## src/logic/img_pkg.sv

```systemverilog
`default_nettype none

package img_pkg;

    // ==================================================
    // Sizes and encodings
    // ==================================================
    localparam int PIXEL_BITS      = 12;
    localparam int WORD_BITS       = 16;
    localparam int SKIP_BITS       = 2;
    localparam int TONE_BITS       = 7;

    // Sample grid is every 4th pixel in x and y
    localparam int STAT_GRID_BITS  = 2;

    // Thumbnail keeps the upper-left 2x2 of each 8x8 block
    localparam int THUMB_GRID_BITS = 3;
    localparam int THUMB_KEEP      = 2;

    // Highlight, shadow, checksum low word, checksum high word
    localparam int TRAILER_WORDS   = 4;
    localparam int unsigned FLETCHER_MOD = 65535;

    // ==================================================
    // Shared types
    // ==================================================
    typedef struct packed {
        logic [SKIP_BITS-1:0] skip;
        logic                 thumb;
    } capture_cmd_t;

    typedef struct packed {
        logic                  fv;
        logic                  lv;
        logic [PIXEL_BITS-1:0] d;
    } pixel_in_t;

    // One scanner output cycle
    typedef struct packed {
        logic                 keep;
        logic [WORD_BITS-1:0] word;
        logic                 sample;
        logic [TONE_BITS-1:0] tone;
        logic                 frame_done;
    } pixel_beat_t;

    typedef struct packed {
        logic [WORD_BITS-1:0] highlight;
        logic [WORD_BITS-1:0] shadow;
    } frame_stats_t;

    typedef struct packed {
        logic                 valid;
        logic [WORD_BITS-1:0] data;
    } readout_t;

endpackage

`default_nettype wire

```

## src/logic/fletcher_checksum.sv

```systemverilog
`default_nettype none

module fletcher_checksum
    import img_pkg::*;
(
    input  wire                   clk,
    input  wire                   arst_n,
    input  wire                   clear,
    input  wire pixel_beat_t      beat,
    output logic [2*WORD_BITS-1:0] sum
);

    logic [WORD_BITS-1:0] sum1;
    logic [WORD_BITS-1:0] sum2;
    logic [WORD_BITS-1:0] sum1_next;
    logic [WORD_BITS-1:0] sum2_next;

    // Add modulo 65535, one subtraction is enough for two 16-bit operands
    function automatic logic [WORD_BITS-1:0] mod_add(input logic [WORD_BITS-1:0] a,
                                                     input logic [WORD_BITS-1:0] b);
        logic [WORD_BITS:0] s;
        s = a + b;
        if (s >= (WORD_BITS+1)'(FLETCHER_MOD)) begin
            s = s - (WORD_BITS+1)'(FLETCHER_MOD);
        end
        return s[WORD_BITS-1:0];
    endfunction

    assign sum1_next = mod_add(sum1, beat.word);
    assign sum2_next = mod_add(sum2, sum1_next);

    always_ff @(posedge clk or negedge arst_n) begin
        if (!arst_n) begin
            sum1 <= '0;
            sum2 <= '0;
        end else if (clear) begin
            sum1 <= '0;
            sum2 <= '0;
        end else if (beat.keep) begin
            sum1 <= sum1_next;
            sum2 <= sum2_next;
        end
    end

    assign sum = {sum2, sum1};

    assert property (@(posedge clk) disable iff (!arst_n)
        (sum1 != FLETCHER_MOD) && (sum2 != FLETCHER_MOD))
        else $error("fletcher_checksum: sum left its modulo range");

endmodule

`default_nettype wire

```

## src/logic/frame_scanner.sv

```systemverilog
`default_nettype none

module frame_scanner
    import img_pkg::*;
(
    input  wire               clk,
    input  wire               arst_n,
    input  wire               arm,
    input  wire capture_cmd_t cmd,
    input  wire pixel_in_t    img,
    output pixel_beat_t       beat
);

    localparam logic [1:0] ST_IDLE    = 2'd0;
    localparam logic [1:0] ST_WAIT    = 2'd1;
    localparam logic [1:0] ST_CAPTURE = 2'd2;

    pixel_in_t                  pin_q;
    logic                       fv_prev;
    logic                       lv_prev;
    logic [1:0]                 state;
    logic [SKIP_BITS-1:0]       skip_cnt;
    logic                       thumb;
    logic [THUMB_GRID_BITS-1:0] x_cnt;
    logic [THUMB_GRID_BITS-1:0] y_cnt;
    logic                       fv_rise;
    logic                       cap_start;
    logic                       cap_end;
    logic                       pix_valid;
    logic                       on_grid;
    logic                       in_thumb;
    logic                       keep_q;
    logic                       sample_q;
    logic                       done_q;
    logic [WORD_BITS-1:0]       word_q;
    logic [TONE_BITS-1:0]       tone_q;

    // ==================================================
    // Input register stage and edge history
    // ==================================================
    always_ff @(posedge clk or negedge arst_n) begin
        if (!arst_n) begin
            pin_q   <= '0;
            fv_prev <= 1'b0;
            lv_prev <= 1'b0;
        end else begin
            pin_q   <= img;
            fv_prev <= pin_q.fv;
            lv_prev <= pin_q.lv;
        end
    end

    assign fv_rise   = pin_q.fv && !fv_prev;
    // Last skip frame already passed, so this rise opens the captured frame
    assign cap_start = (state == ST_WAIT) && fv_rise && (skip_cnt == '0);
    assign cap_end   = (state == ST_CAPTURE) && !pin_q.fv;
    assign pix_valid = pin_q.lv && (cap_start || ((state == ST_CAPTURE) && pin_q.fv));

    assign on_grid  = (x_cnt[STAT_GRID_BITS-1:0] == '0) && (y_cnt[STAT_GRID_BITS-1:0] == '0);
    assign in_thumb = (x_cnt < THUMB_GRID_BITS'(THUMB_KEEP)) &&
                      (y_cnt < THUMB_GRID_BITS'(THUMB_KEEP));

    // Only the low bits of the position matter, so the counters wrap freely
    always_ff @(posedge clk or negedge arst_n) begin
        if (!arst_n) begin
            x_cnt <= '0;
            y_cnt <= '0;
        end else begin
            x_cnt <= pin_q.lv ? x_cnt + 1'b1 : '0;
            if (!pin_q.fv) begin
                y_cnt <= '0;
            end else if (lv_prev && !pin_q.lv) begin
                y_cnt <= y_cnt + 1'b1;
            end
        end
    end

    // ==================================================
    // Capture FSM
    // ==================================================
    always_ff @(posedge clk or negedge arst_n) begin
        if (!arst_n) begin
            state    <= ST_IDLE;
            skip_cnt <= '0;
            thumb    <= 1'b0;
        end else begin
            case (state)
                ST_IDLE: begin
                    if (arm) begin
                        skip_cnt <= cmd.skip;
                        thumb    <= cmd.thumb;
                        state    <= ST_WAIT;
                    end
                end
                ST_WAIT: begin
                    if (fv_rise) begin
                        if (skip_cnt != '0) begin
                            skip_cnt <= skip_cnt - 1'b1;
                        end else begin
                            state <= ST_CAPTURE;
                        end
                    end
                end
                ST_CAPTURE: begin
                    if (!pin_q.fv) begin
                        state <= ST_IDLE;
                    end
                end
                default: state <= ST_IDLE;
            endcase
        end
    end

    // Beat flags
    always_ff @(posedge clk or negedge arst_n) begin
        if (!arst_n) begin
            keep_q   <= 1'b0;
            sample_q <= 1'b0;
            done_q   <= 1'b0;
        end else begin
            keep_q   <= pix_valid && (!thumb || in_thumb);
            sample_q <= pix_valid && on_grid;
            done_q   <= cap_end;
        end
    end

    // Little-endian word, low byte first
    always_ff @(posedge clk) begin
        word_q <= {pin_q.d[7:0], {(WORD_BITS - PIXEL_BITS){1'b0}}, pin_q.d[PIXEL_BITS-1:8]};
        tone_q <= pin_q.d[PIXEL_BITS-1 -: TONE_BITS];
    end

    assign beat = '{keep: keep_q, word: word_q, sample: sample_q, tone: tone_q,
                    frame_done: done_q};

    // The framer arms once per start and holds busy until the trailer is out
    assert property (@(posedge clk) disable iff (!arst_n) arm |-> state == ST_IDLE)
        else $error("frame_scanner: arm received during a capture");

endmodule

`default_nettype wire

```

## src/logic/img_capture_top.sv

```systemverilog
`default_nettype none

module img_capture_top
    import img_pkg::*;
#(
    parameter int HEADER_WORDS = 4
) (
    input  wire                              clk,
    input  wire                              arst_n,
    input  wire                              start,
    input  wire capture_cmd_t                cmd,
    input  wire [HEADER_WORDS*WORD_BITS-1:0] header,
    input  wire pixel_in_t                   img,
    output readout_t                         out,
    output logic                             busy
);

    pixel_beat_t            beat;
    frame_stats_t           stats;
    logic [2*WORD_BITS-1:0] sum;
    logic                   arm;
    capture_cmd_t           arm_cmd;
    logic                   clear;

    // ==================================================
    // Pixel path
    // ==================================================
    frame_scanner u_scanner (
        .clk    (clk),
        .arst_n (arst_n),
        .arm    (arm),
        .cmd    (arm_cmd),
        .img    (img),
        .beat   (beat)
    );

    pixel_stats u_stats (
        .clk    (clk),
        .arst_n (arst_n),
        .clear  (clear),
        .beat   (beat),
        .stats  (stats)
    );

    fletcher_checksum u_checksum (
        .clk    (clk),
        .arst_n (arst_n),
        .clear  (clear),
        .beat   (beat),
        .sum    (sum)
    );

    // Output sequencing
    readout_framer #(
        .HEADER_WORDS (HEADER_WORDS)
    ) u_framer (
        .clk     (clk),
        .arst_n  (arst_n),
        .start   (start),
        .cmd     (cmd),
        .header  (header),
        .beat    (beat),
        .stats   (stats),
        .sum     (sum),
        .arm     (arm),
        .arm_cmd (arm_cmd),
        .clear   (clear),
        .out     (out),
        .busy    (busy)
    );

endmodule

`default_nettype wire

```

## src/logic/pixel_stats.sv

```systemverilog
`default_nettype none

module pixel_stats
    import img_pkg::*;
(
    input  wire              clk,
    input  wire              arst_n,
    input  wire              clear,
    input  wire pixel_beat_t beat,
    output frame_stats_t     stats
);

    // Sample pixels count in thumbnail mode too, kept or not
    always_ff @(posedge clk or negedge arst_n) begin
        if (!arst_n) begin
            stats <= '0;
        end else if (clear) begin
            stats <= '0;
        end else if (beat.sample) begin
            // All top bits set means highlight
            if (&beat.tone) begin
                stats.highlight <= stats.highlight + 1'b1;
            end
            // All top bits clear means shadow
            if (~|beat.tone) begin
                stats.shadow <= stats.shadow + 1'b1;
            end
        end
    end

    // A frame never has enough sample pixels to fill a count
    assert property (@(posedge clk) disable iff (!arst_n)
        (!clear && beat.sample) |-> (stats.highlight != '1) && (stats.shadow != '1))
        else $error("pixel_stats: tone count about to wrap");

endmodule

`default_nettype wire

```

## src/logic/readout_framer.sv

```systemverilog
`default_nettype none

module readout_framer
    import img_pkg::*;
#(
    parameter int HEADER_WORDS = 4
) (
    input  wire                                clk,
    input  wire                                arst_n,
    input  wire                                start,
    input  wire capture_cmd_t                  cmd,
    input  wire [HEADER_WORDS*WORD_BITS-1:0]   header,
    input  wire pixel_beat_t                   beat,
    input  wire frame_stats_t                  stats,
    input  wire [2*WORD_BITS-1:0]              sum,
    output logic                               arm,
    output capture_cmd_t                       arm_cmd,
    output logic                               clear,
    output readout_t                           out,
    output logic                               busy
);

    // Header and trailer share one shift register
    localparam int SHIFT_WORDS = (HEADER_WORDS > TRAILER_WORDS) ? HEADER_WORDS : TRAILER_WORDS;
    localparam int SHIFT_BITS  = SHIFT_WORDS * WORD_BITS;
    localparam int CNT_BITS    = $clog2(SHIFT_WORDS + 1);

    localparam logic [2:0] ST_IDLE    = 3'd0;
    localparam logic [2:0] ST_HEADER  = 3'd1;
    localparam logic [2:0] ST_PIXELS  = 3'd2;
    localparam logic [2:0] ST_SETTLE  = 3'd3;
    localparam logic [2:0] ST_TRAILER = 3'd4;

    logic [2:0]                         state;
    logic [SHIFT_BITS-1:0]              shift_q;
    logic [CNT_BITS-1:0]                words_left;
    logic [SHIFT_BITS-1:0]              header_ext;
    logic [TRAILER_WORDS*WORD_BITS-1:0] trailer;
    logic [SHIFT_BITS-1:0]              trailer_ext;

    // Left-align so the first word sits in the top bits
    assign header_ext  = SHIFT_BITS'(header) << (SHIFT_BITS - HEADER_WORDS*WORD_BITS);
    assign trailer     = {stats.highlight, stats.shadow,
                          sum[WORD_BITS-1:0], sum[2*WORD_BITS-1:WORD_BITS]};
    assign trailer_ext = SHIFT_BITS'(trailer) << (SHIFT_BITS - TRAILER_WORDS*WORD_BITS);

    // ==================================================
    // Readout FSM
    // ==================================================
    always_ff @(posedge clk or negedge arst_n) begin
        if (!arst_n) begin
            state      <= ST_IDLE;
            shift_q    <= '0;
            words_left <= '0;
            arm        <= 1'b0;
            arm_cmd    <= '0;
            clear      <= 1'b0;
            out        <= '0;
            busy       <= 1'b0;
        end else begin
            arm       <= 1'b0;
            clear     <= 1'b0;
            out.valid <= 1'b0;
            case (state)
                ST_IDLE: begin
                    if (start) begin
                        arm_cmd    <= cmd;
                        clear      <= 1'b1;
                        busy       <= 1'b1;
                        out.valid  <= 1'b1;
                        out.data   <= header_ext[SHIFT_BITS-1 -: WORD_BITS];
                        shift_q    <= header_ext << WORD_BITS;
                        words_left <= CNT_BITS'(HEADER_WORDS - 1);
                        arm        <= (HEADER_WORDS == 1);
                        state      <= ST_HEADER;
                    end
                end
                ST_HEADER, ST_TRAILER: begin
                    if (words_left != '0) begin
                        out.valid  <= 1'b1;
                        out.data   <= shift_q[SHIFT_BITS-1 -: WORD_BITS];
                        shift_q    <= shift_q << WORD_BITS;
                        words_left <= words_left - 1'b1;
                        // Arm lands with the last header word
                        arm        <= (state == ST_HEADER) && (words_left == CNT_BITS'(1));
                    end else if (state == ST_HEADER) begin
                        state <= ST_PIXELS;
                    end else begin
                        busy  <= 1'b0;
                        state <= ST_IDLE;
                    end
                end
                ST_PIXELS: begin
                    out.valid <= beat.keep;
                    out.data  <= beat.word;
                    if (beat.frame_done) begin
                        state <= ST_SETTLE;
                    end
                end
                ST_SETTLE: begin
                    // Stats and checksum have taken the last beat by now
                    out.valid  <= 1'b1;
                    out.data   <= trailer_ext[SHIFT_BITS-1 -: WORD_BITS];
                    shift_q    <= trailer_ext << WORD_BITS;
                    words_left <= CNT_BITS'(TRAILER_WORDS - 1);
                    state      <= ST_TRAILER;
                end
                default: state <= ST_IDLE;
            endcase
        end
    end

    // Scanner must stay quiet while fixed words occupy the output
    assert property (@(posedge clk) disable iff (!arst_n)
        ((state == ST_HEADER) || (state == ST_TRAILER)) |-> !beat.keep)
        else $error("readout_framer: pixel beat during header or trailer");

endmodule

`default_nettype wire

```

## config.mk

```make
export PLATFORM = sky130hd
export DESIGN_NAME = img_capture_top
export DESIGN_NICKNAME = d
export VERILOG_FILES = /design/src/logic/img_pkg.sv /design/src/logic/fletcher_checksum.sv /design/src/logic/frame_scanner.sv /design/src/logic/img_capture_top.sv /design/src/logic/pixel_stats.sv /design/src/logic/readout_framer.sv
export SDC_FILE = /design/constraint.sdc
export NUM_CORES = 1
export LEC_CHECK = 0
export ABC_AREA = 1
export BUFFER_PORTS_ARGS = -buffer_cell sky130_fd_sc_hd__buf_2
export CAP_MARGIN = 20
export CORE_MARGIN = 2
export CORE_UTILIZATION = 55
export DETAILED_ROUTE_END_ITERATION = 6
export HOLD_SLACK_MARGIN = 0.06
export PLACE_DENSITY_LB_ADDON = 0.05
export SLEW_MARGIN = 20
export SYNTH_ARGS = -nofsm -noshare
export SYNTH_HDL_FRONTEND = slang
export SYNTH_SLANG_ARGS = --single-unit
```

## constraint.sdc

```tcl
create_clock -name clk -period 7.6 [get_ports clk]
set_clock_uncertainty 0.2 [all_clocks]
set_input_delay 1.52 -clock clk [delete_from_list [all_inputs] [get_ports clk]]
set_output_delay 1.52 -clock clk [all_outputs]
set_load 0.03 [all_outputs]
```

==> results of run 1 <==
-- final cells by class --
cell class	instances	area, um^2	area share, %
multi-input combinational	1190	6210	47.7
sequential	183	4520	34.7
timing repair buffer	110	583	4.48
inverter	209	785	6.02
clock buffer	18	450	3.46
clock inverter	14	131	1.01
tap	275	344	2.64
-- per-stage QoR --
step | hold WS (ns) | cell area [um^2]
after floorplan | 0.124 | 11800
after global placement | 0.126 | 12400
after detailed placement | 0.127 | 12400
after CTS | 0.143 | 13000
after global routing | 0.150 | 13000
final | 0.144 | 13000
-- flip-flops by register name, summed over array words and instances (netlist names), 2 cells and up --
name and count:
u_checksum.sum1 16, u_framer.words_left 3, u_scanner.skip_cnt 2, u_scanner.tone_q 6, u_framer.arm_cmd 3, u_framer.shift_q 48, u_scanner.word_q 6, u_framer.out 17
u_scanner.pin_q 14, u_checksum.sum2 16, u_scanner.state 2, u_framer.state 3, u_scanner.y_cnt 3, u_scanner.x_cnt 3, u_stats.stats 32
-- worst reg2reg max path: cells and delay by family, from the launching register on --
kind | cells | cell delay, ns
adders and majority gates | 6 | 1.88
buffers and inverters | 6 | 0.47
DFF | 1 | 0.39
and+or+nand+nor | 21 | 2.71
-- power by group --
group | total (mW) | switching, mW | internal (mW)
Clock | 0.863 | 0.410 | 0.453
Sequential | 1.35 | 0.149 | 1.20
Combinational | 1.74 | 1.22 | 0.526
-- cells in the mapped netlist, types with 24 or more instances --
master / instances
nor2_1: 101
nand4_1: 45
clkbuf_1: 29
o21ai_0: 77
a21oi_1: 55
a22oi_1: 34
nor3_1: 24
nand2_1: 507
nand3_1: 141
ha_1: 44
inv_1: 200
dfrtp_1: 171
-- cells by family (layout without fill, tap and decap cells) --
logic type | Yosys count | after routing | share of synthesized area, %
simple gates | 894 | 894 | 34.1
fa+ha+maj | 46 | 46 | 5.02
compound gates | 223 | 223 | 11.5
flops | 183 | 183 | 38.4
xor+xnor | 27 | 27 | 2.01
buf+inv | 256 | 351 | 8.93
-- routing by layer --
| layer | track usage (%) | wire (um) | vias up |
|---|---|---|---|
| met5 | 0 | 0 | - |
| met4 | 10.4 | 926 | 0 |
| met3 | 4.73 | 1920 | 51 |
| met2 | 50.1 | 15700 | 322 |
| met1 | 41.6 | 14800 | 5178 |
| li1 | - | - | 5521 |
-- worst max-delay path by stage --
| stage | cells after the start | slack [ns] | from | to |
|---|---|---|---|---|
| floorplan | 34 | 2.59 | u_checksum.sum1[0] | u_checksum.sum2[5] |
| global placement | 33 | 2.10 | u_checksum.sum1[0] | u_checksum.sum2[13] |
| detailed placement | 33 | 1.95 | u_checksum.sum1[0] | u_checksum.sum2[6] |
| CTS | 33 | 1.91 | u_checksum.sum1[0] | u_checksum.sum2[9] |
| global route | 33 | 1.32 | u_checksum.sum1[0] | u_checksum.sum2[0] |
| finish | 33 | 1.86 | u_checksum.sum1[0] | u_checksum.sum2[6] |
==> impl_results.md, run 1 <==
- Maximum clock path buffer count: 2
- Commonest non-fill, non-tap cell in the layout: nand2_1
- Setup Buffers After CTS: 0
- R2r endpoint: u_checksum.sum2[6]
- First-pass GRT wire length: 53,400 um
- Relative slew slack: 41.9%
- Crit path buffers/inverters: 6
- Syn_nets: 1,759
- GPL Wtd Cong: 0.895
- Resized cells post-CTS: 0
- CTS tree: done
- RSZ-0062 raised after global routing: false
- Dpl ws: 1.95 ns
- Placeable Area: 21,000 um^2
- VDD IR-drop max: 0.000221 V
- CP max stage delay: 0.50 ns
- Worst Path Arrival: 5.87 ns
- Latest clock arrival within the worst-skew pair: 0.43 ns
- Worst Hold End: u_scanner.tone_q[5]
- Share of cells above drive strength 1: 12.6%
- DR WL/cell: 16.7 um
- Top cells by area, synth: dfrtp_1, nand2_1, inv_1, nand3_1, ha_1
- Post-synth ARST share: 93.4%
- Setup crit end kind: flip-flop
- Ys Warns: 0
- Synth cell types: 55
- Vias: 11,100
- DRC: 0
- Prevailing post-synth register cell: dfrtp_1
- Yosys reg bits: 183
- Worst-path clk slew: 0.07 ns
- Period utilisation layout: 75.6%
- Status: complete, no violations
- Clock root buffer: clkbuf_16
- Gate Count Post-Synth: 1,629
- Initial DRC count: 837
- Fin worst setup slack: 1.86 ns
- FMAX: 0.174 GHz
- Core Util, Final: 61.9%
- Ports: 102
- Die Width: 150 um
- Layout Cells excl Fill: 1,999
- P per Cell Area: 304 nW/um^2
- Commonest cells after routing, fill and taps aside: nand2_1, inv_1, dfrtp_1
- CTS buffer count: 17
- Leading area contributor after synthesis: dfrtp_1
- Reg-to-reg startpoint: u_checksum.sum1[0]
- Avg Cell Area, Syn: 7.22 um^2
- Worst Hold Depth: 0
- Pin count of the biggest net entering global routing: 93
- Max Cap Viol: 0
- GRT Overall Usage: 30.6%
- Hold Vio Cnt, Final: 0
- Slowest cell on the critical path: fa_1
- Startpoint Class: flip-flop
- Worst Tran Pin Value: 0.872 ns
- Grt total ovfl: 0
- Htree depth: 4
- Most common cell type on the critical path: inv_1
- Starting Density: 55.9%
- Top delay family on crit path: simple AND/OR/NAND/NOR gates
- # diodes: 0
- R2R Setup Slk: 1.86 ns
- Total power: 3.96 mW
- Number of global-route vias before repair: 10,400
- Sequential area share after synthesis: 38.4%
- Dpl cells: 1,967
- Synthesized area: 11,800 um^2
- Critical path required time: 7.73 ns
- Final setup violating endpoints: 0
- Synth-to-Final Area Change: 10.7%
- Routed WL: 33,400 um
- Final Slew Violations: 0
- Leakage: 6.77 nW
- DP HPWL: 25,700 um
- Fill cell count: 1,979
- I/O Buffers: 101
- Via-to-Cell Ratio: 5.54
- Yosys top cell area share: 36.4%
- Post-synth EDFFs: 0
- Fin Setup TNS: 0 ns
- HP Class: reg2reg
- Number of iterations in the first detailed-routing pass: 5
- Antenna viol nets, final: 0
- Min-delay src: u_scanner.pin_q[10]
- Antenna violations before repair: 0
- Die height: 150 um
- Critical path class: reg2reg
- Number of core rows: 53
- Clock period minus worst slack: 5.74 ns
- R2R cell count: 33
- Die Area: 22,600 um^2
- CTS Hold Buffers Added: 0
- Num Clock Sinks: 183
- Fin nets: 1,841
- Crit-path max FO: 17
Power figures use the tool's default switching activity.
==> run 2, diff against run 1 <==
==> constraint.sdc (replaced) <==
create_clock -name clk -period 5.55 [get_ports clk]
set_clock_uncertainty 0.2 [all_clocks]
set_input_delay 1.11 -clock clk [delete_from_list [all_inputs] [get_ports clk]]
set_output_delay 1.11 -clock clk [all_outputs]
set_load 0.03 [all_outputs]
==> run 2 against run 1 <==
Against the previous run:
- routed wire length rose by 2.4%
- die area did not move
- global-route usage rose by 0.36 points
- maximum frequency rose by 10%
- clock power rose by 43%
==> impl_results.md, run 2 (synthesis results as in run 1) <==
- Grt total ovfl: 0 (unchanged)
- Status: complete, no violations (unchanged)
- Layout Cells excl Fill: 2,016 (was 1,999)
- HP Class: reg2reg (unchanged)
- CTS tree: done (unchanged)
- Critical path class: reg2reg (unchanged)
- Htree depth: 4 (unchanged)
- FMAX: 0.192 GHz (was 0.174 GHz)
- Die Width: 150 um (unchanged)
- Commonest non-fill, non-tap cell in the layout: nand2_1 (unchanged)
- GPL Wtd Cong: 0.888 (was 0.895)
- Reg-to-reg startpoint: u_checksum.sum1[0] (unchanged)
- Dpl ws: 0.126 ns (was 1.95 ns)
- Top Registers: u_framer.shift_q (48), u_stats.stats (32), u_framer.out (17) (unchanged)
- Worst hold margin: 0.144 ns (about the same)
- Critical path required time: 5.67 ns (was 7.73 ns)
- Hold Vio Cnt, Final: 0 (unchanged)
- Pin count of the biggest net entering global routing: 92 (was 93)
- Fin Setup TNS: 0 ns (unchanged)
- Number of iterations in the first detailed-routing pass: 6 (was 5)
- I/O Buffers: 101 (unchanged)
- Number of core rows: 53 (unchanged)
- Clock period minus worst slack: 5.20 ns (was 5.74 ns)
- Latest clock arrival within the worst-skew pair: 0.44 ns (was 0.43 ns)
- DRC: 0 (unchanged)
- Top reg by flops: u_framer.shift_q (unchanged)
- P per Cell Area: 417 nW/um^2 (was 304 nW/um^2)
- Final Slew Violations: 0 (unchanged)
- Final setup violating endpoints: 0 (unchanged)
- Leakage: 6.84 nW (was 6.77 nW)
- Fin nets: 1,858 (was 1,841)
- Via-to-Cell Ratio: 5.56 (was 5.54)
- Fin worst setup slack: 0.347 ns (was 1.86 ns)
- VDD IR-drop max: 0.000280 V (was 0.000221 V)
- Core Util, Final: 63.1% (was 61.9%)
- GRT Overall Usage: 31.0% (was 30.6%)
- Relative slew slack: 30.6% (was 41.9%)
- Worst Setup SP: u_checksum.sum1[0] (unchanged)
- Max reg flops: 48 (unchanged)
- Clock root buffer: clkbuf_16 (unchanged)
- CTS buffer count: 17 (unchanged)
- Commonest cells after routing, fill and taps aside: nand2_1, inv_1, dfrtp_1 (unchanged)
- Number of global-route vias before repair: 10,400 (about the same)
- Crit-path max FO: 9 (was 17)
- Die height: 150 um (unchanged)
- CP max stage delay: 0.47 ns (was 0.50 ns)
- Routed WL: 34,200 um (was 33,400 um)
- Worst Path Arrival: 5.32 ns (was 5.87 ns)
- Dpl cells: 1,973 (was 1,967)
- DR WL/cell: 16.9 um (was 16.7 um)
- Slowest cell on the critical path: fa_2 (was fa_1)
- Worst Tran Pin Value: 1.04 ns (was 0.872 ns)
- Period utilisation layout: 93.7% (was 75.6%)
- Startpoint Class: flip-flop (unchanged)
- Synth-to-Final Area Change: 12.8% (was 10.7%)
- First-pass GRT wire length: 54,100 um (was 53,400 um)
- Initial DRC count: 914 (was 837)
- Num Clock Sinks: 183 (unchanged)
- Setup crit end kind: flip-flop (unchanged)
- Die Area: 22,600 um^2 (unchanged)
- Antenna viol nets, final: 0 (unchanged)
- Vias: 11,200 (was 11,100)
- DP HPWL: 26,500 um (was 25,700 um)
- Max Cap Viol: 0 (unchanged)
- CTS Hold Buffers Added: 0 (unchanged)
- Share of cells above drive strength 1: 14.5% (was 12.6%)
- Worst-path clk slew: 0.07 ns (about the same)
- Starting Density: 55.9% (unchanged)
- Ports: 102 (unchanged)
- Min-delay src: u_scanner.pin_q[4] (was u_scanner.pin_q[10])
- # diodes: 0 (unchanged)
- Maximum clock path buffer count: 2 (unchanged)
- Placeable Area: 21,000 um^2 (unchanged)
- Antenna violations before repair: 0 (unchanged)
run 2: path summary, 6_finish.rpt:
| path | slack, ns | to | cells past startpoint |
|---|---|---|---|
| worst max-delay path | 0.35 | u_checksum.sum2[8] | 33 |
| worst min-delay path | 0.14 | u_scanner.word_q[12] | 0 |
| worst max register to register | 0.35 | u_checksum.sum2[8] | 33 |
| worst min register to register | 0.14 | u_scanner.word_q[12] | 0 |
| max in group asynchronous | 3.48 | u_framer.shift_q[60] | 2 |
| min in group asynchronous | 0.52 | u_scanner.skip_cnt[0] | 1 |
run 2: power by group:
group          switching (mW)  internal [mW]
logic                    1.70          0.742
clock network           0.551          0.674
registers               0.207           1.65
run 2: per-layer routing:
layer,vias up,GRT usage (%),wire (um)
li1,5541,-,-
met5,-,0,0
met1,5298,42.2,15200
met3,42,4.36,1680
met4,0,10.7,912
met2,328,50.8,16400
run 2: what timing repair did:
action                                  4_1_cts  5_1_grt
endpoints found under the setup margin        0       16
setup buffers                                 0       10
gates resized for setup                       0       23
run 2: area by class of cell:
type / instances / area (um^2)
sequential: 183 / 4520
clock buffer: 17 / 425
tap: 275 / 344
timing repair buffer: 126 / 724
clock inverter: 15 / 169
multi-input combinational: 1191 / 6290
inverter: 209 / 785
fill: 1937 / 7760
run 2: per-stage QoR:
| stage | area (um^2) | power, mW |
|---|---|---|
| 2_1_floorplan | 11800 | 3.59 |
| 3_3_place_gp | 12500 | 4.22 |
| 3_5_place_dp | 12500 | 4.27 |
| 4_1_cts | 13100 | 5.50 |
| 5_1_grt | 13300 | 5.93 |
| 6_report | 13300 | 5.53 |
run 2: worst max-delay path, delay by kind of cell, from the launching register on:
| family | cells | cell delay, ns |
|---|---|---|
| fa+ha+maj | 5 | 1.49 |
| simple gates | 23 | 2.71 |
| buf+inv | 5 | 0.34 |
| flops | 1 | 0.37 |
